### config.mk
export PLATFORM = sky130hd
export DESIGN_NAME = riscv_memwb
export DESIGN_NICKNAME = d
export VERILOG_FILES = /design/src/logic/riscv_pkg.sv /design/src/logic/riscv_memwb.sv
export VERILOG_INCLUDE_DIRS = /design/src /design/src/include
export SDC_FILE = /design/constraint.sdc
export NUM_CORES = 1
export LEC_CHECK = 0
export BUFFER_PORTS_ARGS = -buffer_cell sky130_fd_sc_hd__buf_2
export CORE_AREA = 2 2 183 185
export DETAILED_ROUTE_END_ITERATION = 16
export DIE_AREA = 0 0 185 187
export PLACE_DENSITY = 0.44
export SLEW_MARGIN = 10
export SYNTH_ARGS = -nofsm -noshare
export SYNTH_HDL_FRONTEND = slang
export SYNTH_SLANG_ARGS = --single-unit
### constraint.sdc
create_clock -name i_riscv_core_clk -period 1.3 [get_ports i_riscv_core_clk]
set_clock_uncertainty 0.1 [all_clocks]
set_input_delay 0.065 -clock i_riscv_core_clk [delete_from_list [all_inputs] [get_ports i_riscv_core_clk]]
set_output_delay 0.065 -clock i_riscv_core_clk [all_outputs]
set_load 0.02 [all_outputs]
### src/include/riscv_params.svh
`ifndef RISCV_PARAMS_SVH
`define RISCV_PARAMS_SVH

`define XLEN       64
`define RF_ADDR_W  5
`define RESET_PC   64'h0

`define OP_RTYPE   7'b0110011
`define OP_ITYPE   7'b0010011
`define OP_LOAD    7'b0000011
`define OP_STORE   7'b0100011
`define OP_BRANCH  7'b1100011

`define F3_ADD     3'b000
`define F3_XOR     3'b100
`define F3_OR      3'b110
`define F3_AND     3'b111
`define F3_LD      3'b011
`define F3_BEQ     3'b000

`define F7_SUB     7'b0100000

`endif
### src/logic/riscv_pkg.sv
`include "riscv_params.svh"

package riscv_pkg;

  typedef enum logic [2:0] {
    ALU_ADD,
    ALU_SUB,
    ALU_AND,
    ALU_OR,
    ALU_XOR
  } alu_op_e;

  typedef enum logic [1:0] {
    FWD_RF,                          // Operand read in decode
    FWD_MEM,                         // ALU result of the memory stage
    FWD_WB                           // Result in the writeback stage
  } fwd_sel_e;

  typedef struct packed {
    logic    regw;
    logic    memr;
    logic    memw;
    logic    branch;
    logic    imm_sel;                // ALU operand B is the immediate
    logic    result_from_mem;
    alu_op_e alu_op;
  } ctrl_t;

  typedef struct packed {
    ctrl_t                 ctrl;
    logic [`XLEN-1:0]      pc;
    logic [`XLEN-1:0]      rs1_data;
    logic [`XLEN-1:0]      rs2_data;
    logic [`XLEN-1:0]      imm;
    logic [`RF_ADDR_W-1:0] rs1;
    logic [`RF_ADDR_W-1:0] rs2;
    logic [`RF_ADDR_W-1:0] rd;
    logic                  valid;
  } de_t;

  typedef struct packed {
    logic                  regw;
    logic                  memr;
    logic                  memw;
    logic [`XLEN-1:0]      alu_result;
    logic [`XLEN-1:0]      store_data;
    logic [`RF_ADDR_W-1:0] rd;
  } em_t;

  typedef struct packed {
    logic                  regw;
    logic [`XLEN-1:0]      data;
    logic [`RF_ADDR_W-1:0] rd;
  } mw_t;

endpackage

### src/logic/riscv_memwb.sv
`timescale 1ns/10ps
`include "riscv_params.svh"

module riscv_memwb import riscv_pkg::*; (
  input  logic             i_riscv_core_clk,
  input  logic             i_rst_n,
  input  em_t              i_em,
  input  logic [`XLEN-1:0] i_rdata,
  input  logic             i_stall_mw,
  output logic             o_memr,
  output logic             o_memw,
  output logic [`XLEN-1:0] o_addr,
  output logic [`XLEN-1:0] o_wdata,
  output mw_t              o_wb,
  output logic [`XLEN-1:0] o_em_fwd
);

  // Port requests come straight from the register, so they hold during a stall
  assign o_memr   = i_em.memr;
  assign o_memw   = i_em.memw;
  assign o_addr   = i_em.alu_result;
  assign o_wdata  = i_em.store_data;
  assign o_em_fwd = i_em.alu_result;

  always_ff @(posedge i_riscv_core_clk or negedge i_rst_n) begin
    if (!i_rst_n) begin
      o_wb <= '0;
    end else if (!i_stall_mw) begin                    // Load data is only valid once the stall ends
      o_wb.regw <= i_em.regw;
      o_wb.data <= i_em.memr ? i_rdata : i_em.alu_result;
      o_wb.rd   <= i_em.rd;
    end
  end

  a_one_access: assert property (@(posedge i_riscv_core_clk) disable iff (!i_rst_n)
    !(o_memr && o_memw));

endmodule

==> run summary <==
status - completed
DRC viols - 0
cell accounting for the most synthesized area - dfrtp_1
ANT cells - 0
cells on worst reg2reg path - 1
DR WL/cell - 11.8 um
RSZ-0062 raised after global routing - false
Routability Congestion - 0.696
Reg with most FFs - o_wb
hold path depth - 0
Root Driver - clkbuf_16
synthesis-to-layout area growth - 49.8%
FP Rows - 67
Max FO, Critical Path - 3
Hold Path End - o_wdata[10]
Slew Viols, Final - 0
antenna-violating nets left - 0
Non-Filler Instances - 1214
post-DP HPWL - 10.1 mm
setup slack after layout - 0.211 ns
minimum hold slack - 0.0300 ns
worst-margin pin slew - 0.407 ns
total grt overflow - 0
proportion of layout cells with a drive suffix above 1 - 48.0%
fin area - 7030 um2
hold_sp - i_em[15]
largest net degree at the start of global routing - 71
placed cell area - 5420 um2
port bufs - 336
Top Registers - o_wb x70
Period minus WS final - 1.09 ns
reg2reg end - o_wb[69]
initial antenna violation count - 0
vias per cell - 3.29
final hold viol count - 0
crit path kind - input port to output port
Max clock buf depth - 2
max layer used - met4
number of global-route vias before repair - 3956
cts bufs inserted - 9
DR iter-0 viols - 81
TritonRoute pass-1 iters - 4
reg-to-reg critical path startpoint - o_wb[69]
Yosys cell types - 12
multi-input logic area - 1270 um2
worst ir drop on vdd - 0.000510 V
via count - 3994
Reg area - 1750 um2
worst path arrival time - 0.92 ns
total power - 6.97 mW
# IOs - 467
Initial Util - 14.3%
routed wl met2 - 7.38 mm
met1 WL - 5.00 mm
metal3 WL - 1.16 mm
Core Region - 32900 um2
max FFs per register - 70
placed insts - 1063
CTS Sinks - 70
syn_area_per_cell - 9.70 um2
Power Density - 991 nW/um2
Max Fclk - 0.918 GHz
final setup violating endpoints - 0
fin crit share - 83.8%
synthesized flop and latch total - 70
# H-tree levels - 3
Post-Route Setup TNS - 0 ns
Yosys warning count - 0
Overall Global Routing Usage - 7.93%
Post-Syn Instances - 484
post-layout util - 21.4%
leakage power - 3.58 nW
r2r setup slk - 0.43 ns
sequential share of the synthesized area - 37.3%
Critical Path RT - 1.13 ns
Post-Route WL - 14.4 mm
# fillers - 3595
Slew HR - 72.9%
pre-CTS setup slack - 0.271 ns
Crit. End Element - output port
worst hold-check path type - input port to output port
Synthesized Nets - 687
chip width - 185 um
Synth area leaders - dfrtp_1 (37%), buf_4 (31%), mux2i_1 (14%)
CP startpoint kind - input port
Final nets - 964
Post-Syn Area - 4690 um2
Die Y-Extent - 187 um
clock latency on the worst-skew pair - 0.33 ns
first-pass GRT wire length - 20.8 mm
cts repair resizes - 0
Yosys top cell area share - 37.3%
Die ar. - 34600 um2
CTS tree - done
max cap viols - 0
report_power, final:
group	internal, mW	switching (mW)
combinational	0.942	1.20
sequential	2.41	0.115
clock	1.33	0.974
total	4.68	2.29
kinds of logic (layout without fill, tap and decap cells):
logic type / count (synthesis) / after routing / share of synthesized area (%)
AND/OR/NAND/NOR: 64 / 64 / 5.12
multiplexers: 70 / 70 / 15.1
buffers and inverters: 216 / 498 / 35.7
AO/OA/AOI/OAI: 64 / 64 / 6.82
flip-flops: 70 / 70 / 37.3
critical path, cell delays in order:
cell	delay (ns)
dlygate4sd3_1	0.52
buf_2	0.15
buf_2	0.19
layout by cell type, fill, tap and decap left out:
cell,Yosys,routed
dfrtp_1,70,70
clkbuf_16,0,9
buf_4,195,9
o21ai_1,60,60
dlygate4sd3_1,0,135
mux2i_1,64,64
o21ai_0,4,4
clkinv_2,0,5
buf_2,6,333
clkbuf_1,6,1
nand2_1,64,64
clkbuf_8,0,1
mux2_2,6,6
buf_12,6,5
repair_timing:
| action | in CTS | in global routing |
|---|---|---|
| endpoints found under the hold margin | 140 | 5 |
| setup buffers | 0 | 0 |
| hold buffers | 135 | 5 |
| setup endpoints to repair | 0 | 5 |
Yosys cell counts:
master	count
o21ai_1	60
clkbuf_1	6
buf_6	2
buf_12	6
dfrtp_1	70
nand2_1	64
mux2_2	6
buf_8	1
buf_2	6
mux2i_1	64
o21ai_0	4
buf_4	195
how the worst max path moves through the flow:
stage                      startpoint    endpoint  slack (ns)  cells past startpoint
final                       i_em[103]  o_addr[34]        0.21                      3
after global routing        i_em[103]  o_addr[34]        0.17                      3
after CTS                 i_rdata[20]    o_wb[25]        0.04                      5
after detailed placement    i_em[134]     o_wb[7]        0.27                      4
after global placement      i_em[134]    o_wb[63]        0.29                      4
after floorplan               o_wb[0]     o_wb[0]        0.37                      1
routing by layer:
layer | global-route usage (%) | vias up
li1 | - | 1940
met1 | 7.02 | 1780
met2 | 15.0 | 218
met3 | 2.67 | 56
met4 | 5.31 | 0
met5 | 0 | -
layout make-up:
class	instances	share of cell area, %
Sequential cell	70	24.9
Timing Repair Buffer	482	45.3
Multi-Input combinational cell	198	18.0
Clock buffer	11	3.45
Tap cell	448	7.97
Clock inverter	5	0.356
Note: power is estimated with default switching activity, not from simulation.
