`src/include/riscv_params.svh`:
```
`ifndef RISCV_PARAMS_SVH
`define RISCV_PARAMS_SVH

`define XLEN       64
`define RF_ADDR_W  5
`define RESET_PC   64'h0

`define OP_RTYPE   7'b0110011
`define OP_ITYPE   7'b0010011
`define OP_LOAD    7'b0000011
`define OP_STORE   7'b0100011
`define OP_BRANCH  7'b1100011

`define F3_ADD     3'b000
`define F3_XOR     3'b100
`define F3_OR      3'b110
`define F3_AND     3'b111
`define F3_LD      3'b011
`define F3_BEQ     3'b000

`define F7_SUB     7'b0100000

`endif
```
`src/logic/riscv_pkg.sv`:
```
`include "riscv_params.svh"

package riscv_pkg;

  typedef enum logic [2:0] {
    ALU_ADD,
    ALU_SUB,
    ALU_AND,
    ALU_OR,
    ALU_XOR
  } alu_op_e;

  typedef enum logic [1:0] {
    FWD_RF,                          // Operand read in decode
    FWD_MEM,                         // ALU result of the memory stage
    FWD_WB                           // Result in the writeback stage
  } fwd_sel_e;

  typedef struct packed {
    logic    regw;
    logic    memr;
    logic    memw;
    logic    branch;
    logic    imm_sel;                // ALU operand B is the immediate
    logic    result_from_mem;
    alu_op_e alu_op;
  } ctrl_t;

  typedef struct packed {
    ctrl_t                 ctrl;
    logic [`XLEN-1:0]      pc;
    logic [`XLEN-1:0]      rs1_data;
    logic [`XLEN-1:0]      rs2_data;
    logic [`XLEN-1:0]      imm;
    logic [`RF_ADDR_W-1:0] rs1;
    logic [`RF_ADDR_W-1:0] rs2;
    logic [`RF_ADDR_W-1:0] rd;
    logic                  valid;
  } de_t;

  typedef struct packed {
    logic                  regw;
    logic                  memr;
    logic                  memw;
    logic [`XLEN-1:0]      alu_result;
    logic [`XLEN-1:0]      store_data;
    logic [`RF_ADDR_W-1:0] rd;
  } em_t;

  typedef struct packed {
    logic                  regw;
    logic [`XLEN-1:0]      data;
    logic [`RF_ADDR_W-1:0] rd;
  } mw_t;

endpackage

```
`src/logic/riscv_cu.sv`:
```
`timescale 1ns/10ps
`include "riscv_params.svh"

module riscv_cu import riscv_pkg::*; (
  input  logic [31:0] i_inst,
  output ctrl_t       o_ctrl
);

  logic [6:0] opcode;
  logic [2:0] funct3;
  logic [6:0] funct7;

  assign opcode = i_inst[6:0];
  assign funct3 = i_inst[14:12];
  assign funct7 = i_inst[31:25];

  always_comb begin
    o_ctrl = '0;                                        // Anything unknown runs as a NOP
    case (opcode)
      `OP_RTYPE: begin
        o_ctrl.regw = 1'b1;
        if (funct3 == `F3_ADD && funct7 == `F7_SUB)
          o_ctrl.alu_op = ALU_SUB;
        else if (funct7 != 7'd0)
          o_ctrl.regw = 1'b0;
        else if (funct3 == `F3_ADD)
          o_ctrl.alu_op = ALU_ADD;
        else if (funct3 == `F3_XOR)
          o_ctrl.alu_op = ALU_XOR;
        else if (funct3 == `F3_OR)
          o_ctrl.alu_op = ALU_OR;
        else if (funct3 == `F3_AND)
          o_ctrl.alu_op = ALU_AND;
        else
          o_ctrl.regw = 1'b0;
      end
      `OP_ITYPE: begin
        o_ctrl.regw    = (funct3 == `F3_ADD);
        o_ctrl.imm_sel = 1'b1;
      end
      `OP_LOAD: begin
        o_ctrl.regw            = (funct3 == `F3_LD);
        o_ctrl.memr            = (funct3 == `F3_LD);
        o_ctrl.result_from_mem = (funct3 == `F3_LD);
        o_ctrl.imm_sel         = 1'b1;
      end
      `OP_STORE: begin
        o_ctrl.memw    = (funct3 == `F3_LD);            // SD shares the doubleword funct3
        o_ctrl.imm_sel = 1'b1;
      end
      `OP_BRANCH: begin
        o_ctrl.branch = (funct3 == `F3_BEQ);
        o_ctrl.alu_op = ALU_SUB;
      end
      default: o_ctrl = '0;
    endcase
  end

endmodule

```
`config.mk`:
```
export PLATFORM = sky130hd
export DESIGN_NAME = riscv_cu
export DESIGN_NICKNAME = d
export VERILOG_FILES = /design/src/logic/riscv_pkg.sv /design/src/logic/riscv_cu.sv
export VERILOG_INCLUDE_DIRS = /design/src /design/src/include
export SDC_FILE = /design/constraint.sdc
export NUM_CORES = 1
export LEC_CHECK = 0
export ABC_AREA = 1
export BUFFER_PORTS_ARGS = -buffer_cell sky130_fd_sc_hd__buf_2
export CAP_MARGIN = 20
export CELL_PAD_IN_SITES_DETAIL_PLACEMENT = 1
export CELL_PAD_IN_SITES_GLOBAL_PLACEMENT = 1
export CORE_MARGIN = 3
export CORE_UTILIZATION = 16
export DETAILED_ROUTE_END_ITERATION = 7
export GPL_TIMING_DRIVEN = 0
export PLACE_DENSITY_LB_ADDON = 0.1
export SETUP_SLACK_MARGIN = 0.05
export SYNTH_ARGS = -nofsm -noshare
export SYNTH_HDL_FRONTEND = slang
export SYNTH_SLANG_ARGS = --single-unit
```
`constraint.sdc`:
```
create_clock -name vclk -period 1.2
set_clock_uncertainty 0.15 [all_clocks]
set_input_delay 0.24 -clock vclk [all_inputs]
set_output_delay 0.24 -clock vclk [all_outputs]
set_load 0.01 [all_outputs]
```
==> reports/metrics.yaml <==
status:
  status: "complete, but fails checks"
  violations: "setup timing"
finish:
  seqCellArea_sq_um: 0
  syn_to_final_growth_pct: 123
  stdcell_count: 101
  antenna-diode-count: 0
  fin_area_sq_um: 603
  fill_cells: 209
  n_clock_buffer: 0
  drive_gt1_share_pct: 63.5
  multiInputGateArea_sq_um: 320
  design.seq.count: 0
  final_nets: 119
routing:
  antenna_left: 0
  dr.pass1.iters: 2
  first_iter_violations: 1
  wl_per_cell_microns: 8.86
  viasPerCell: 4.31
  vias: 435
  routed_wl_microns: 895
  drc_errors: 0
floorplan:
  io_pins: 41
  coreArea_sq_um: 1540
  die_x_microns: 47.1
  row_count: 14
  die_h_microns: 47.1
  dieArea_sq_um: 2220
  start_util_pct: 17.5
timing:
  hold_viol: 0
  rsz0062_at_grt: "yes"
  max_freq_ghz: 0.701
  period_share_pct: 119
  fin_setup_tns_ns: -1.61
  final_max_slew_viol_count: 0
  final.setup.worst_slack_ns: -0.226
  relSlewSlack_pct: 90.3
  finalWorstPathRequiredPeriod_ns: 1.43
  worstMarginPinSlew_ns: 0.144
  setup_viol: 9
placed_design:
  numPortBuffers: 26
  place_hpwl_microns: 790
  dp_cells: 99
  placed_cell_area_sq_um: 487
  gp_congestion: 0.639
run:
  drv_cap: 0
yosys:
  yosysTopAreaCell: "nand2_1"
  syn_area_per_cell_sq_um: 4.74
  synthTopCellsByArea: "nand2_1 21%, nor2_1 17%, nand3_1 15%"
  synthesis.nets: 89
  synthCells: 57
  post-synth-top-area-fraction_pct: 20.8
  ys_seq_area_share_pct: 0
  syn_area_sq_um: 270
  yosysWarnings: 0
  synth_cell_types: 14
global_routing:
  grt_pass1_vias: 431
  grt_pass1_wl_microns: 1570
  antenna_found_initial: 0
  grt_usage_pct: 9.20
  overflow: 0
  grt_max_degree: 6
power:
  ir_drop_mv: 0.0711
  p_per_area_nw_per_um2: 205
  cellLeakagePower_nw: 0.342
  report.power.total_uw: 124
worst_setup_path:
  endpoint: "o_ctrl[6]"
  critPathArrivalTime_ns: 1.04
  start_kind: "input pin"
  worstPathMaxFanout: 5
  endpoint_kind: "output port"
  cpPeakStageDelay_ns: 0.16
  crit_start: "i_inst[3]"
  crit_type: "input pin to output port"
  cp_data_required_time_ns: 0.81
  path_cells: "buf_6, nor2_4, nand3_4, buf_4, nor3_1, buf_2"
  crit_path_top_delay_cell: "buf_4"
min_path:
  hp-class: "input pin to output port"
clock_tree:
  cts_hold_buf: 0
==> cell families after synthesis <==
| group | count (synthesis) | synth area share, % |
|---|---|---|
| buffers and inverters | 11 | 16.7 |
| AND/OR/NAND/NOR | 45 | 81.5 |
| AO/OA/AOI/OAI | 1 | 1.85 |
==> placed cells by master (no fill, tap or decap), drive strengths merged <==
cell type and instances:
inv 10, nand2 17, nor2 14, buf 29, nor3 4, nand3 9
or2 1, o21ai 1
==> critical path, delay by kind of cell <==
kind	cells	cell delay [ns]
buf+inv	3	0.41
simple gates	3	0.38
==> cells in the mapped netlist <==
cell	instances
nand2_2	2
nor2_4	1
nand3_4	1
buf_4	1
or2_1	1
inv_2	1
nor2_1	12
inv_1	9
o21ai_0	1
nand2_1	15
nor3_2	1
nor3_1	3
nor2_2	1
nand3_1	8
==> metrics by stage <==
stage	setup WS (ns)	hold slack (ns)	utilization, %
6_report	-0.226	0.663	39.1
3_5_place_dp	-0.288	0.618	31.6
5_1_grt	-0.315	0.681	39.1
3_3_place_gp	-0.308	0.618	31.6
2_1_floorplan	-0.0236	0.384	-
4_1_cts	-0.250	0.663	37.1
==> timing repair <==
item / CTS / global route
setup endpoints to repair: 9 / 9
resized for setup: 18 / 10
setup buffers: 2 / 0
hold endpoints to repair: 0 / 0
pin swaps: 11 / 3
==> area by class of cell <==
| cell class | count | share of cell area (%) |
|---|---|---|
| multi-input cells | 46 | 53.1 |
| repair buffers | 28 | 35.5 |
| inverters | 10 | 6.22 |
| well taps | 16 | 3.32 |
| plain buffers | 1 | 1.87 |
==> worst min path at each step <==
stage / startpoint / endpoint / slack [ns] / depth (start not counted)
finish: i_inst[5] / o_ctrl[6] / 0.66 / 4
floorplan: i_inst[6] / o_ctrl[4] / 0.38 / 1
CTS: i_inst[6] / o_ctrl[4] / 0.66 / 4
global placement: i_inst[6] / o_ctrl[6] / 0.62 / 3
detailed placement: i_inst[6] / o_ctrl[6] / 0.62 / 3
global route: i_inst[6] / o_ctrl[4] / 0.68 / 4
==> per-layer routing <==
metal	part of all wire [%]	wire length [microns]	track usage (%)	vias to the layer above
met1	41	365	11.3	193
met5	0	0	0	-
li1	-	-	-	230
met3	5.9	53	0.383	0
met2	53	476	18.4	12
met4	0	0	0	0
==> power breakdown <==
group	switching (mW)	internal, mW
combinational	0.0616	0.0623
sequential	0	0
clock	0	0
(Power assumes the default switching activity.)
