**src/include/riscv_params.svh**
```systemverilog
`ifndef RISCV_PARAMS_SVH
`define RISCV_PARAMS_SVH

`define XLEN       64
`define RF_ADDR_W  5
`define RESET_PC   64'h0

`define OP_RTYPE   7'b0110011
`define OP_ITYPE   7'b0010011
`define OP_LOAD    7'b0000011
`define OP_STORE   7'b0100011
`define OP_BRANCH  7'b1100011

`define F3_ADD     3'b000
`define F3_XOR     3'b100
`define F3_OR      3'b110
`define F3_AND     3'b111
`define F3_LD      3'b011
`define F3_BEQ     3'b000

`define F7_SUB     7'b0100000

`endif
```
**src/logic/riscv_pkg.sv**
```systemverilog
`include "riscv_params.svh"

package riscv_pkg;

  typedef enum logic [2:0] {
    ALU_ADD,
    ALU_SUB,
    ALU_AND,
    ALU_OR,
    ALU_XOR
  } alu_op_e;

  typedef enum logic [1:0] {
    FWD_RF,                          // Operand read in decode
    FWD_MEM,                         // ALU result of the memory stage
    FWD_WB                           // Result in the writeback stage
  } fwd_sel_e;

  typedef struct packed {
    logic    regw;
    logic    memr;
    logic    memw;
    logic    branch;
    logic    imm_sel;                // ALU operand B is the immediate
    logic    result_from_mem;
    alu_op_e alu_op;
  } ctrl_t;

  typedef struct packed {
    ctrl_t                 ctrl;
    logic [`XLEN-1:0]      pc;
    logic [`XLEN-1:0]      rs1_data;
    logic [`XLEN-1:0]      rs2_data;
    logic [`XLEN-1:0]      imm;
    logic [`RF_ADDR_W-1:0] rs1;
    logic [`RF_ADDR_W-1:0] rs2;
    logic [`RF_ADDR_W-1:0] rd;
    logic                  valid;
  } de_t;

  typedef struct packed {
    logic                  regw;
    logic                  memr;
    logic                  memw;
    logic [`XLEN-1:0]      alu_result;
    logic [`XLEN-1:0]      store_data;
    logic [`RF_ADDR_W-1:0] rd;
  } em_t;

  typedef struct packed {
    logic                  regw;
    logic [`XLEN-1:0]      data;
    logic [`RF_ADDR_W-1:0] rd;
  } mw_t;

endpackage

```
**src/logic/riscv_hazardunit.sv**
```systemverilog
`timescale 1ns/10ps
`include "riscv_params.svh"

module riscv_hazardunit import riscv_pkg::*; (
  input  logic                  i_riscv_core_clk,
  input  logic                  i_rst_n,
  input  logic [`RF_ADDR_W-1:0] i_rs1_d,
  input  logic [`RF_ADDR_W-1:0] i_rs2_d,
  input  logic [`RF_ADDR_W-1:0] i_rs1_e,
  input  logic [`RF_ADDR_W-1:0] i_rs2_e,
  input  logic [`RF_ADDR_W-1:0] i_rd_e,
  input  logic                  i_memr_e,
  input  logic                  i_pcsrc,
  input  em_t                   i_em,
  input  mw_t                   i_wb,
  input  logic                  i_stall_dm,
  output fwd_sel_e              o_fwd_a,
  output fwd_sel_e              o_fwd_b,
  output logic                  o_stall_pc,
  output logic                  o_stall_fd,
  output logic                  o_flush_fd,
  output logic                  o_stall_de,
  output logic                  o_flush_de,
  output logic                  o_stall_em,
  output logic                  o_stall_mw,
  output logic                  o_globstall
);

  logic load_use;

  // The memory stage holds the younger result, so it wins over writeback
  function automatic fwd_sel_e fwd_sel(input logic [`RF_ADDR_W-1:0] src, input em_t em,
                                       input mw_t wb);
    fwd_sel_e sel;
    if (src != '0 && em.regw && em.rd == src)
      sel = FWD_MEM;
    else if (src != '0 && wb.regw && wb.rd == src)
      sel = FWD_WB;
    else
      sel = FWD_RF;
    return sel;
  endfunction

  assign o_fwd_a = fwd_sel(i_rs1_e, i_em, i_wb);
  assign o_fwd_b = fwd_sel(i_rs2_e, i_em, i_wb);

  assign load_use = i_memr_e && i_rd_e != '0 && (i_rd_e == i_rs1_d || i_rd_e == i_rs2_d);

  assign o_globstall = i_stall_dm;
  assign o_stall_pc  = load_use | i_stall_dm;
  assign o_stall_fd  = load_use | i_stall_dm;
  assign o_flush_fd  = i_pcsrc & ~i_stall_dm;
  assign o_stall_de  = i_stall_dm;
  assign o_flush_de  = (load_use | i_pcsrc) & ~i_stall_dm;  // Bubble into execute
  assign o_stall_em  = i_stall_dm;
  assign o_stall_mw  = i_stall_dm;

  a_no_flush_stall: assert property (@(posedge i_riscv_core_clk) disable iff (!i_rst_n)
    !(o_flush_fd && o_stall_fd) && !(o_flush_de && o_stall_de));

endmodule

```
**config.mk**
```make
export PLATFORM = sky130hd
export DESIGN_NAME = riscv_hazardunit
export DESIGN_NICKNAME = d
export VERILOG_FILES = /design/src/logic/riscv_pkg.sv /design/src/logic/riscv_hazardunit.sv
export VERILOG_INCLUDE_DIRS = /design/src /design/src/include
export SDC_FILE = /design/constraint.sdc
export NUM_CORES = 1
export LEC_CHECK = 0
export ABC_AREA = 1
export BUFFER_PORTS_ARGS = -buffer_cell sky130_fd_sc_hd__buf_2
export CAP_MARGIN = 30
export CORE_AREA = 2 2 95 97
export DETAILED_ROUTE_END_ITERATION = 10
export DIE_AREA = 0 0 97 99
export GPL_ROUTABILITY_DRIVEN = 0
export PLACE_DENSITY_LB_ADDON = 0.1
export SLEW_MARGIN = 20
export SYNTH_ARGS = -nofsm -noshare
export SYNTH_HDL_FRONTEND = slang
export SYNTH_SLANG_ARGS = --single-unit
```
**constraint.sdc**
```tcl
create_clock -name vclk -period 3.9
set_clock_uncertainty 0.15 [all_clocks]
set_input_delay 1.17 -clock vclk [all_inputs]
set_output_delay 1.17 -clock vclk [all_outputs]
set_load 0.1 [all_outputs]
```
==> summary.txt, run 1 <==
Flow run
  • Max-Cap Viols: 0

Setup path
  • Type of origin of the critical path: primary input
  • Critical Path Sink: o_fwd_a[1]
  • Endpoint class of the critical path: output pin
  • Crit Path Category: in2out
  • Crit path DAT: 2.25 ns
  • Req. time, crit path: 2.58 ns
  • CP Max Fanout: 3
  • Crit path from: i_rs1_e[0]

Die
  • Core area: 8550 µm²
  • Die width: between 90 and 100 µm
  • Die Y: 99 µm
  • Die area: 9600 µm²
  • Initial core utilization: 0.0691
  • Top Ports: between 200 and 250
  • Row cnt: 34

STA
  • RSZ-0062 raised after global routing: no
  • Post-layout min period: 3.57 ns
  • Final Hold Vio Count: 0
  • Final period util: 0.915
  • Setup total negative slack: 0 ns
  • Slew HR: 0.679
  • Max Transition Viols Final: 0
  • # setup viols final: 0
  • Slew @ Worst Pin: 0.484 ns
  • F_max: about 0.28 GHz

Clocking
  • CTS hold repair buffers: 0
  • Postcts setup bufs: 0
  • PostCTS Resize Cnt: 0

Routing
  • Vias/cell: 3.07
  • Vias: 859
  • WL final: 2.49 mm
  • Initial DRC count: 13
  • DR WL/cell: 8.90 µm
  • Drt drc: 0
  • Antenna Nets Post-Route: 0
  • DR pass1 iterations: 4

Power and ir drop
  • PD cells: 127 nW/µm²
  • Peak VDD IR: 0.0000461 V
  • Pleak: 0.596 nW

Final layout
  • Final #Nets: 410
  • Share of layout cells above drive strength 1: 0.343
  • Sequential Area: 0 µm²
  • # fillers: ~1000
  • Final Cell Area: approximately 1100 µm²
  • Clock buffer count: 0
  • Syn-to-layout area delta: 82.6%
  • Seq cells: 0
  • Diode count: 0

Placed design
  • I/O Buffers: 52
  • Dpl hpwl: roughly 2.3 mm
  • Area after DPL: 1080 µm²

Worst hold path
  • Worst hold stages: 2
  • Worst hold-check path type: in2out

Synthesis
  • Mean post-synth cell area: 4.72 µm²
  • Synthesized cell area: around 600 µm²
  • Sequential area share after synthesis: 0
  • Warnings from Yosys: 0
  • Synth top area cells: nand2_1 (24%), inv_1 (17%), nor2_1 (11%)
  • Syn_nets: 361
  • Cell variety after synth: 16
  • Synth top area share: 0.242
  • Yosys top cell by area: nand2_1
  • Cells after Synth: ~130

Global route
  • Largest net degree at the start of global routing: 6
  • Initial antenna violation count: 0
  • GR Overflow Total: 0
  • Vias in the first global route: 880
  • Tot GR Track Use: 0.0501
  • First-pass GRT wire length: approximately 4.1 mm

Status
  • Status: finished clean
==> how the worst min path moves through the flow <==
stage / end / startpoint
2_1_floorplan: o_globstall / i_stall_dm
3_3_place_gp: o_stall_mw / i_stall_dm
3_5_place_dp: o_stall_em / i_stall_dm
4_1_cts: o_stall_em / i_stall_dm
5_1_grt: o_globstall / i_stall_dm
6_report: o_globstall / i_stall_dm
==> layout make-up <==
type	instances	area [µm²]	share of cell area
repair buffers	52	365	0.339
inverters	28	105	0.0974
well taps	108	135	0.125
multi-input cells	92	473	0.439
==> synth_stat cells, types with 3 or more instances <==
library cell  instances
nand2_1              38
inv_1                27
nor2_1               17
nand3_1               7
xnor2_1               6
buf_4                 5
o21ai_0               5
xor2_1                5
nand4_1               4
nor3_1                3
o22ai_1               3
==> through the flow <==
| stage | instances | power, mW | hold WS (ns) | util | worst slack, ns |
|---|---|---|---|---|---|
| finish | 280 | 0.137 | 2.60 | 0.126 | 0.331 |
| global route | 280 | 0.150 | 2.62 | 0.126 | 0.201 |
| CTS | 280 | 0.139 | 2.61 | 0.126 | 0.340 |
| detailed placement | 280 | 0.139 | 2.61 | 0.126 | 0.344 |
| global placement | 280 | 0.142 | 2.60 | 0.126 | 0.342 |
| floorplan | 125 | 0.0873 | 2.40 | - | 0.0638 |
==> report_power, final <==
part           internal (mW)  switching (mW)
Sequential                 0               0
Clock                      0               0
Combinational         0.0476          0.0896
Total                 0.0476          0.0896
==> per-layer routing <==
metal,wire length (µm),GRT usage,up-vias
met5,0,0,-
met4,23,0.00433,0
met3,241,0.0135,2
met2,1120,0.0908,40
met1,1110,0.0616,350
li1,-,-,467
==> cells by family after synthesis <==
| kind of cell | share of synthesized area |
|---|---|
| xor gates and xnor gates | 0.163 |
| buffers and inverters | 0.242 |
| AOI/OAI and AO/OA | 0.0974 |
| and+or+nand+nor | 0.498 |
==> cell usage in the layout (no fill, tap or decap), drive strengths merged <==
cell type	count
a21oi	1
nor3	3
xnor2	6
o21ai	6
o22ai	3
xor2	5
nand2	38
nand3	7
nand4	4
or2	1
inv	28
buf	52
nor2	18
==> critical path, cell delays in order <==
cell and delay [ns]:
buf_2 0.13, xnor2_1 0.20, nand3_1 0.09, nor3_1 0.22, nand2_1 0.14, nor2_4 0.12
buf_12 0.18
Note: power is estimated with default switching activity, not from simulation.
==> run 2: changes to the inputs <==
Settings changed: ABC_AREA 1 to 0, CORE_AREA 2 2 95 97 to 2 2 96 98, DIE_AREA 0 0 97 99 to 0 0 98 100.
==> run 2 against run 1 <==
Compared with the run above: maximum frequency is 6.9% lower; die area is 2.1% higher; final cell count is 19% lower; sequential share of layout area stayed put; clock-buffer cell count stayed put; routed wire length is 14% lower; flip-flop and latch count stayed put; area after synthesis is 17% lower; non-clock buffer count is 9 higher; synthesized cell count is 52% lower; global-route usage is 0.85 points lower; largest cell class unchanged; largest power group unchanged.
==> summary.txt, run 2 <==
Status
  • Status: finished clean

Setup path
  • CP Max Fanout: 3
  • Req. time, crit path: 2.58 ns
  • Crit Path Category: in2out
  • Critical Path, Cell by Cell: buf_2 -> or4_1 -> o21ai_2 -> buf_4 -> o21bai_4 -> clkbuf_4
  • Critical path's slowest cell: or4_1
  • Endpoint class of the critical path: output pin
  • Max incr delay on CP: 0.53 ns
  • Crit path DAT: 2.51 ns
  • Type of origin of the critical path: primary input

Synthesis
  • Cells after Synth: 60
  • Yosys top cell by area: xnor2_1
  • Synth top area share: 0.284
  • Syn_nets: 296
  • Synth cell count leaders: xnor2_1 (16), xor2_1 (14), buf_4 (5)
  • Warnings from Yosys: 0
  • Top-count cell post-synth: xnor2_1
  • Cell variety after synth: 16
  • Mean post-synth cell area: approximately 8 µm²
  • Sequential area share after synthesis: 0
  • Synthesized cell area: 493 µm²
  • Synth top area cells: xnor2_1 (28%), xor2_1 (25%), nor4_2 (10%)

Final layout
  • Diode count: 0
  • Most common cell after layout, fill and taps aside: buf_2
  • Final #Nets: around 350
  • Syn-to-layout area delta: 119%
  • Most frequent cells in the layout: buf_2 (46), xor2_1 (14), xnor2_1 (12)
  • Clock buffer count: 0
  • Share of layout cells above drive strength 1: 0.672
  • Seq cells: 0
  • Non-Filler Instances: ~230
  • Sequential Area: 0 µm²

Die
  • Row cnt: 35
  • Die width: 98 µm
  • Initial core utilization: 0.0555
  • Top Ports: approximately 250
  • Core area: 8890 µm²
  • Die Y: 100 µm
  • Die area: 9800 µm²

Worst hold path
  • Worst hold-check path type: in2out
  • Worst hold stages: 4

Power and ir drop
  • Pleak: 0.437 nW
  • Peak VDD IR: 0.0000688 V
  • PD cells: approximately 130 nW/µm²

STA
  • F_max: 0.261 GHz
  • Final period util: 0.983
  • Setup WS post-layout: 0.0678 ns
  • # setup viols final: 0
  • Slew @ Worst Pin: ~0.49 ns
  • Post-layout min period: 3.83 ns
  • RSZ-0062 raised after global routing: no
  • Max Transition Viols Final: 0
  • Slew HR: 0.673
  • Final Hold Vio Count: 0

Global route
  • Vias in the first global route: 708
  • GR Overflow Total: 0
  • Tot GR Track Use: 0.0415
  • Initial antenna violation count: 0
  • Largest net degree at the start of global routing: 8
  • First-pass GRT wire length: 3.37 mm

Clocking
  • CTS hold repair buffers: 0

Routing
  • Drt drc: 0
  • WL final: 2.15 mm
  • Vias/cell: between 2 and 3
  • Initial DRC count: 3
  • DR pass1 iterations: 2
  • Antenna Nets Post-Route: 0
  • Vias: 641
  • DR WL/cell: 9.45 µm

Placed design
  • Dpl hpwl: 2.07 mm
  • Post-place setup slack: -0.0192 ns
  • Placed cell count: roughly 230
  • I/O Buffers: between 50 and 60

Flow run
  • Max-Cap Viols: 0
==> run 2: changes by cell type after synthesis, moves of 2 or more <==
cell and delta:
o21bai_1 +2, o21ai_0 -4, o22ai_1 -3, nand3_1 -7, xnor2_1 +10, nor4_2 +4, or4_4 +2, xor2_1 +9
nor2_1 -15, nand2_1 -36, nor2_4 +2, inv_1 -27
==> run 2: final timing paths <==
check	slack, ns	end	from
setup / recovery	0.07	o_stall_pc	i_rd_e[1]
hold / removal	2.63	o_fwd_a[1]	i_wb[69]
==> run 2: routing by layer <==
metal | GRT usage | up-vias | wire length [µm]
met4 | 0.0128 | 0 | 72
met5 | 0 | - | 0
met1 | 0.0463 | 273 | 808
met3 | 0.0111 | 4 | 252
met2 | 0.0769 | 47 | 1010
li1 | - | 317 | -
==> run 2: cell type report <==
type                            count  area (µm²)
Fill cell                        1036        7810
Multi-Input combinational cell     55         547
Tap cell                          111         139
Timing Repair Buffer               61         393
==> run 2: logic make-up (layout without fill, tap and decap cells) <==
group,after synthesis,after routing,synth area share
and+or+nand+nor,21,21,0.335
AOI/OAI and AO/OA,4,4,0.0558
xor gates and xnor gates,30,30,0.533
buffers and inverters,5,61,0.0762
==> run 2: worst max-delay path: cells and delay by family <==
kind,cells,cell delay (ns)
buffers and inverters,3,0.55
AO/OA/AOI/OAI,2,0.25
AND/OR/NAND/NOR,1,0.53
==> run 2: timing repair <==
item	CTS	global route
resized for setup	0	3
setup endpoints to repair	2	3
pin swaps	0	0
cloned	0	0
buffers inserted	0	0
==> run 2: power by group <==
| part | leakage (nW) | total, mW | switching, mW | internal (mW) |
|---|---|---|---|---|
| Combinational | 0.437 | 0.138 | 0.0861 | 0.0522 |
| Clock | 0 | 0 | 0 | 0 |
| Sequential | 0 | 0 | 0 | 0 |
==> run 2: stage by stage <==
stage	utilization	total power, mW	instance area, µm²	hold slack (ns)	setup TNS, ns
floorplan	-	0.0888	581	2.29	-1.16
global placement	0.120	0.140	1070	2.64	0
detailed placement	0.120	0.139	1070	2.64	-0.0382
CTS	0.120	0.140	1070	2.64	-0.0535
global route	0.121	0.147	1080	2.65	0
finish	0.121	0.138	1080	2.63	0
