[src/include/riscv_params.svh]
`ifndef RISCV_PARAMS_SVH
`define RISCV_PARAMS_SVH

`define XLEN       64
`define RF_ADDR_W  5
`define RESET_PC   64'h0

`define OP_RTYPE   7'b0110011
`define OP_ITYPE   7'b0010011
`define OP_LOAD    7'b0000011
`define OP_STORE   7'b0100011
`define OP_BRANCH  7'b1100011

`define F3_ADD     3'b000
`define F3_XOR     3'b100
`define F3_OR      3'b110
`define F3_AND     3'b111
`define F3_LD      3'b011
`define F3_BEQ     3'b000

`define F7_SUB     7'b0100000

`endif
[src/logic/riscv_pkg.sv]
`include "riscv_params.svh"

package riscv_pkg;

  typedef enum logic [2:0] {
    ALU_ADD,
    ALU_SUB,
    ALU_AND,
    ALU_OR,
    ALU_XOR
  } alu_op_e;

  typedef enum logic [1:0] {
    FWD_RF,                          // Operand read in decode
    FWD_MEM,                         // ALU result of the memory stage
    FWD_WB                           // Result in the writeback stage
  } fwd_sel_e;

  typedef struct packed {
    logic    regw;
    logic    memr;
    logic    memw;
    logic    branch;
    logic    imm_sel;                // ALU operand B is the immediate
    logic    result_from_mem;
    alu_op_e alu_op;
  } ctrl_t;

  typedef struct packed {
    ctrl_t                 ctrl;
    logic [`XLEN-1:0]      pc;
    logic [`XLEN-1:0]      rs1_data;
    logic [`XLEN-1:0]      rs2_data;
    logic [`XLEN-1:0]      imm;
    logic [`RF_ADDR_W-1:0] rs1;
    logic [`RF_ADDR_W-1:0] rs2;
    logic [`RF_ADDR_W-1:0] rd;
    logic                  valid;
  } de_t;

  typedef struct packed {
    logic                  regw;
    logic                  memr;
    logic                  memw;
    logic [`XLEN-1:0]      alu_result;
    logic [`XLEN-1:0]      store_data;
    logic [`RF_ADDR_W-1:0] rd;
  } em_t;

  typedef struct packed {
    logic                  regw;
    logic [`XLEN-1:0]      data;
    logic [`RF_ADDR_W-1:0] rd;
  } mw_t;

endpackage

[src/logic/riscv_decode.sv]
`timescale 1ns/10ps
`include "riscv_params.svh"

module riscv_decode import riscv_pkg::*; (
  input  logic                  i_riscv_core_clk,
  input  logic                  i_rst_n,
  input  logic [31:0]           i_inst,
  input  logic [`XLEN-1:0]      i_pc,
  input  ctrl_t                 i_ctrl,
  input  logic [`XLEN-1:0]      i_rs1_data,
  input  logic [`XLEN-1:0]      i_rs2_data,
  input  logic                  i_stall_de,
  input  logic                  i_flush_de,
  output logic [`RF_ADDR_W-1:0] o_rs1,
  output logic [`RF_ADDR_W-1:0] o_rs2,
  output de_t                   o_de
);

  logic [`XLEN-1:0] imm;

  assign o_rs1 = i_inst[19:15];
  assign o_rs2 = i_inst[24:20];

  always_comb begin
    case (i_inst[6:0])
      `OP_ITYPE, `OP_LOAD:
        imm = {{(`XLEN-12){i_inst[31]}}, i_inst[31:20]};
      `OP_STORE:
        imm = {{(`XLEN-12){i_inst[31]}}, i_inst[31:25], i_inst[11:7]};
      `OP_BRANCH:                                       // Byte offset, bit 0 always clear
        imm = {{(`XLEN-13){i_inst[31]}}, i_inst[31], i_inst[7], i_inst[30:25],
               i_inst[11:8], 1'b0};
      default:
        imm = '0;
    endcase
  end

  always_ff @(posedge i_riscv_core_clk or negedge i_rst_n) begin
    if (!i_rst_n) begin
      o_de <= '0;
    end else if (i_flush_de) begin                     // Bubble with all control cleared
      o_de <= '0;
    end else if (!i_stall_de) begin
      o_de.ctrl     <= i_ctrl;
      o_de.pc       <= i_pc;
      o_de.rs1_data <= i_rs1_data;
      o_de.rs2_data <= i_rs2_data;
      o_de.imm      <= imm;
      o_de.rs1      <= o_rs1;
      o_de.rs2      <= o_rs2;
      o_de.rd       <= i_inst[11:7];
      o_de.valid    <= 1'b1;
    end
  end

endmodule

[config.mk]
export PLATFORM = sky130hd
export DESIGN_NAME = riscv_decode
export DESIGN_NICKNAME = d
export VERILOG_FILES = /design/src/logic/riscv_pkg.sv /design/src/logic/riscv_decode.sv
export VERILOG_INCLUDE_DIRS = /design/src /design/src/include
export SDC_FILE = /design/constraint.sdc
export NUM_CORES = 1
export LEC_CHECK = 0
export BUFFER_PORTS_ARGS = -buffer_cell sky130_fd_sc_hd__buf_2
export CORE_AREA = 2 2 205 207
export CTS_CLUSTER_DIAMETER = 120
export DETAILED_ROUTE_END_ITERATION = 16
export DIE_AREA = 0 0 207 209
export MAX_ROUTING_LAYER = met4
export PLACE_DENSITY = 0.52
export SLEW_MARGIN = 20
export SYNTH_ARGS = -nofsm -noshare
export SYNTH_HDL_FRONTEND = slang
export SYNTH_SLANG_ARGS = --single-unit
[constraint.sdc]
create_clock -name i_riscv_core_clk -period 2.3 [get_ports i_riscv_core_clk]
set_input_delay 0.23 -clock i_riscv_core_clk [delete_from_list [all_inputs] [get_ports i_riscv_core_clk]]
set_output_delay 0.23 -clock i_riscv_core_clk [all_outputs]
set_load 0.01 [all_outputs]
==> impl_metrics.tcl, run 1 <==
set metrics [dict create \
    cts-resized-gates 0 \
    num_rows 75 \
    gp_congestion 0.791 \
    power_density_mw_per_mm2 644 \
    p_leak_uw 0.00876 \
    area_growth_pct 60.5 \
    multi_input_comb_area_mm2 0.00321 \
    regArea_mm2 0.00576 \
    core-area_mm2 0.0413 \
    nets 1736 \
    path_max_fanout 53 \
    tightest_slew_ns 0.612 \
    slew_headroom 0.592 \
    numCtsBuffers 27 \
    worstPathCellList "buf_4 -> buf_2" \
    grt_util_all_layers 0.140 \
    dr.pass1.iters 4 \
    setup.worst_path.start_class "flip-flop" \
    fin_crit_sh 0.717 \
    report.final.setup_viol 0 \
    die_h_um 209 \
    seq_area_frac_synth 0.589 \
    criticalPathCategory "reg2out" \
    min-delay-path-class "in2reg" \
    cts_setup_buffers 0 \
    io_buffers 524 \
    vias_per_cell 4.06 \
    hold_buffers 225 \
    drive_above_1_share 0.388 \
    synth-edff-count 0 \
    hold_viol_final 0 \
    overflow 0 \
    syn-cell-area_mm2 0.00978 \
    diodes 0 \
    post_drt_wl_per_cell_um 14.7 \
    clock_latency_ns 0.53 \
    rsz0062_at_grt "false" \
    fill_cells 4026 \
    final.min_clock_period_ns 1.65 \
    synth_cells 809 \
    routed_wl_um 30300 \
    layout_setup_ws_ns 0.650 \
    grt_pass1_vias 8959 \
    clockRootBuffer "clkbuf_16" \
    grt_start_max_net_pins 102 \
    max_stage_delay_ns 0.33 \
    syn_avg_cell_area_um2 12.1 \
    synth.area.top_cells "dfrtp_1 59%, mux2i_1 22%, nor2_1 8.3%" \
    clockBufferDepth 3 \
    pin_count 528 \
    cts_tree "built" \
    synth_most_common_cell "dfrtp_1" \
    num_vias 8353 \
    placed_cell_area_mm2 0.0126 \
    largest_register_ffs 230 \
    numClockSinks 230 \
    grt_pass1_wl_um 48500 \
    synth_warnings 0 \
    ys_types 21 \
    drc 0 \
    synth_top_area_cell "dfrtp_1" \
    die_area_mm2 0.0433 \
    tns_ns 0 \
    critPathArrivalTime_ns 1.42 \
    path_clk_slew_ns 0.06 \
    fp.dieW_um 207 \
    worstPathRequired_ns 2.07 \
    final_antenna_net_count 0 \
    drt_iter0_markers 302 \
    finClkSkew_ns 0 \
    top_regs "o_de x230" \
    syn-num-nets 1046 \
    netlist_top_cells_count "230 x dfrtp_1, 217 x mux2i_1, 217 x nor2_1" \
    crit_slowest_cell "dfrtp_1" \
    stdcell_area_mm2 0.0157 \
    worst_setup_path_end_kind "output pin" \
    synth_top_area_frac 0.589 \
    dp_hpwl_um 20500 \
    dpl_worst_slack_ns 0.740 \
    synth.ff_latch_count 230 \
    status "complete, no violations" \
    ys_async_sr_fraction 1.00 \
    start_util 0.237 \
    ir_drop_mv 0.421 \
    h-tree-depth 1 \
    largest-register "o_de" \
    ys.flop_type "dfrtp_1" \
    drv_slew 0 \
    antenna_found_initial 0 \
    maxCapViolCount 0 \
    timing.fmax_mhz 606 \
]
-- metrics by stage --
stage | hold WS [ns] | total power (uW) | utilization | instances
after global placement | 0.253 | 5710 | 0.305 | 1784
after floorplan | -0.0656 | 5070 | - | 809
after detailed placement | 0.255 | 5730 | 0.305 | 1784
final | 0.0610 | 10100 | 0.380 | 2058
after global routing | 0.0588 | 10600 | 0.380 | 2058
after CTS | 0.0298 | 10300 | 0.380 | 2058
-- cell families (layout without fill, tap and decap cells) --
group,count (synthesis),count (layout),synth area share
AO/OA/AOI/OAI,20,20,0.0148
buffers and inverters,113,823,0.0832
flip-flops,230,230,0.589
multiplexers,218,218,0.223
AND/OR/NAND/NOR,228,228,0.0901
-- worst max-delay path: cells and delay by family, from the launching register on --
family,cells,cell delay (ns)
buffers and inverters,2,0.54
DFF,1,0.33
-- area by class of cell --
| cell class | instances | area share |
|---|---|---|
| clock buffers | 37 | 0.0467 |
| inverters | 2 | 0.000478 |
| repair buffers | 772 | 0.330 |
| flip-flops and latches | 230 | 0.367 |
| clock inverters | 12 | 0.00805 |
| well taps | 539 | 0.0430 |
| multi-input cells | 466 | 0.205 |
-- cell usage in the layout, fill, tap and decap left out --
cell type | netlist | layout
clkinvlp_4 | 0 | 1
nand3b_1 | 1 | 1
clkbuf_1 | 17 | 8
inv_6 | 0 | 1
nand2_1 | 5 | 5
nor4b_1 | 1 | 1
and4b_1 | 1 | 1
clkbuf_8 | 0 | 2
mux2_2 | 1 | 1
buf_6 | 15 | 1
o31ai_1 | 1 | 1
a22o_1 | 8 | 8
o21ai_0 | 4 | 4
bufinv_16 | 0 | 2
clkbuf_16 | 0 | 27
a22oi_1 | 4 | 4
a21oi_1 | 2 | 2
buf_4 | 71 | 14
dfrtp_1 | 230 | 230
a21boi_0 | 1 | 1
buf_12 | 0 | 9
inv_1 | 2 | 2
inv_8 | 0 | 1
clkinv_4 | 0 | 1
and3b_1 | 1 | 1
mux2i_1 | 217 | 217
buf_2 | 8 | 521
nor2_1 | 217 | 217
dlygate4sd3_1 | 0 | 225
buf_8 | 0 | 2
clkinv_2 | 0 | 6
nor2b_1 | 2 | 2
-- final timing paths --
path | startpoint | to | slack, ns | depth (start not counted)
max | o_de[78] | o_de[46] | 0.65 | 2
max reg2reg | o_de[78] | o_de[78] | 1.34 | 2
max in group asynchronous | i_rst_n | o_de[261] | 1.33 | 3
min | i_flush_de | o_de[246] | 0.06 | 2
min in group asynchronous | i_rst_n | o_de[106] | 0.26 | 2
min reg2reg | o_de[20] | o_de[20] | 0.48 | 2
-- where the power goes --
group	switching (uW)	internal (uW)	total (uW)
Combinational	753	819	1570
Clock	1690	2460	4150
Sequential	120	4260	4380
Total	2560	7540	10100
-- per-layer routing --
layer	vias up	GRT usage	share of wire
met5	-	-	0
met3	40	0.0296	0.064
li1	3996	-	-
met4	0	0.0365	0.020
met2	336	0.240	0.50
met1	3981	0.168	0.42
(Power assumes the default switching activity.)
==> run 2, diff against run 1 <==
--- a/config.mk
+++ b/config.mk
@@ -12,7 +12,7 @@
 export DETAILED_ROUTE_END_ITERATION = 16
 export DIE_AREA = 0 0 207 209
 export MAX_ROUTING_LAYER = met4
-export PLACE_DENSITY = 0.52
+export PLACE_DENSITY = 0.54
 export SLEW_MARGIN = 20
 export SYNTH_ARGS = -nofsm -noshare
 export SYNTH_HDL_FRONTEND = slang
==> constraint.sdc (replaced) <==
create_clock -name i_riscv_core_clk -period 1.5 [get_ports i_riscv_core_clk]
set_input_delay 0.15 -clock i_riscv_core_clk [delete_from_list [all_inputs] [get_ports i_riscv_core_clk]]
set_output_delay 0.15 -clock i_riscv_core_clk [all_outputs]
set_load 0.01 [all_outputs]
==> impl_metrics.tcl, run 2 (synthesized netlist as in run 1, its figures left out) <==
set metrics [dict create \
    fp.dieW_um 207 \
    fin_crit_sh 1.00 \
    num_vias 8632 \
    die_h_um 209 \
    path_max_fanout 14 \
    r2r-start "o_de[232]" \
    io_buffers 524 \
    routed_wl_um 32300 \
    clockPowerShare 0.410 \
    p_leak_uw 0.00896 \
    status "finished, violations left" \
    die_area_mm2 0.0433 \
    setup.worst_path.start_class "flip-flop" \
    drive_above_1_share 0.396 \
    critPathArrivalTime_ns 1.36 \
    max_stage_delay_ns 0.51 \
    overflow 0 \
    clock_latency_ns 0.53 \
    grt_start_max_net_pins 76 \
    top_regs "o_de x230" \
    clockRootBuffer "clkbuf_16" \
    final_antenna_net_count 0 \
    largest_register_ffs 230 \
    power_density_mw_per_mm2 975 \
    nets 1767 \
    met3_usage 0.0344 \
    post_drt_wl_per_cell_um 15.5 \
    clockBufferDepth 3 \
    grt_pass1_wl_um 50600 \
    vias_per_cell 4.13 \
    dp_hpwl_um 22000 \
    layout_setup_ws_ns -0.00626 \
    rsz0062_at_grt "true" \
    h-tree-depth 1 \
    placedCellCount 1801 \
    criticalPathCategory "reg2out" \
    tightest_slew_ns 0.575 \
    final_common_cell "buf_2" \
    core-area_mm2 0.0413 \
    dpl_worst_slack_ns 0.214 \
    power.switching_uw 3930 \
    startpoint "o_de[78]" \
    cts_tree "built" \
    min-delay-path-class "in2reg" \
    gp_congestion 0.789 \
    slew_headroom 0.617 \
    drc 0 \
    global_route.usage.met1 0.171 \
    final.min_clock_period_ns 1.51 \
    r2r_slack_ns 0.23 \
    num_rows 75 \
    seq_power_share 0.429 \
    worst_setup_path_end_kind "output pin" \
    reg2reg_depth 3 \
    switching_share 0.251 \
    internal-power_uw 11700 \
    pin_count 528 \
    failed_checks "negative setup slack" \
    report.final.setup_viol 17 \
    fill_cells 3973 \
    timing.fmax_mhz 664 \
    drv_slew 0 \
    crit_slowest_cell "dfrtp_4" \
    start_util 0.237 \
    ir_drop_mv 0.748 \
    r2r_end "o_de[232]" \
    largest-register "o_de" \
    numClockSinks 230 \
    gr-usage-met2 0.259 \
    path_clk_slew_ns 0.06 \
    antenna_found_initial 1 \
    critical_path.endpoint "o_de[50]" \
    finalNonFillerCells 2089 \
    numCtsBuffers 26 \
    drt_iter0_markers 293 \
    worstPathRequired_ns 1.35 \
    dr.pass1.iters 4 \
    worstPathCellList "buf_6 -> buf_2" \
    area_growth_pct 64.4 \
    grt_pass1_vias 9260 \
    layout_common_cells "521 x buf_2, 236 x dlygate4sd3_1, 229 x dfrtp_1" \
    hold_viol_final 0 \
    busiest_layer "met2" \
    maxCapViolCount 0 \
    grt_util_all_layers 0.149 \
    p_comb_frac 0.161 \
    finClkSkew_ns 0 \
]
-- run 2: worst max-delay path: cells and delay by family (launching register included) --
| kind | cells | cell delay (ns) |
|---|---|---|
| flops | 1 | 0.51 |
| buf+inv | 2 | 0.30 |
-- run 2: layout make-up --
cell class / instances / area, um^2 / share of cell area
Antenna cell: 1 / 2.50 / 0.000156
Clock buffer: 40 / 815 / 0.0507
Clock inverter: 7 / 62.6 / 0.00389
Inverter: 2 / 7.51 / 0.000467
Multi-Input combinational cell: 466 / 3210 / 0.200
Sequential cell: 230 / 5760 / 0.358
Tap cell: 539 / 674 / 0.0419
Timing Repair Buffer: 804 / 5550 / 0.345
-- run 2: routing by layer --
layer | vias up | wire, um
met1 | 4150 | 13100
met3 | 60 | 2090
li1 | 4060 | -
met4 | 0 | 915
met5 | - | 0
met2 | 362 | 16300
-- run 2: timing repair --
item | 4_1_cts | 5_1_grt
setup buffers | 4 | 0
setup endpoints to repair | 52 | 52
gates resized for setup | 2 | 3
hold buffers | 236 | 0
endpoints found under the hold margin | 448 | 0
-- run 2: stage by stage --
stage	power [uW]	util	hold slack (ns)	instance area [um^2]	TNS, ns
2_1_floorplan	7780	-	-0.146	9780	0
3_3_place_gp	8830	0.310	0.144	12800	0
3_5_place_dp	8870	0.310	0.148	12800	0
4_1_cts	15900	0.389	0.00885	16100	-1.51
5_1_grt	16400	0.389	0.0408	16100	-2.57
6_report	15700	0.389	0.0461	16100	-0.0318
-- run 2: how the worst min path moves through the flow --
stage / from / endpoint / slack (ns) / cells past startpoint
after floorplan: i_rst_n / o_de[0] / -0.15 / 0
after global placement: i_rst_n / o_de[95] / 0.14 / 1
after detailed placement: i_rst_n / o_de[95] / 0.15 / 1
after CTS: i_inst[5] / o_de[16] / 0.009 / 4
after global routing: i_inst[0] / o_de[18] / 0.04 / 3
final: i_inst[5] / o_de[16] / 0.05 / 4
-- run 2: power groups by stage --
stage          Clock, uW  Combinational [uW]  Sequential (uW)
6_report            6430                2530             6720
5_1_grt             6920                2760             6760
4_1_cts             6680                2540             6720
3_5_place_dp           0                2040             6820
3_3_place_gp           0                2020             6810
2_1_floorplan          0                 801             6980
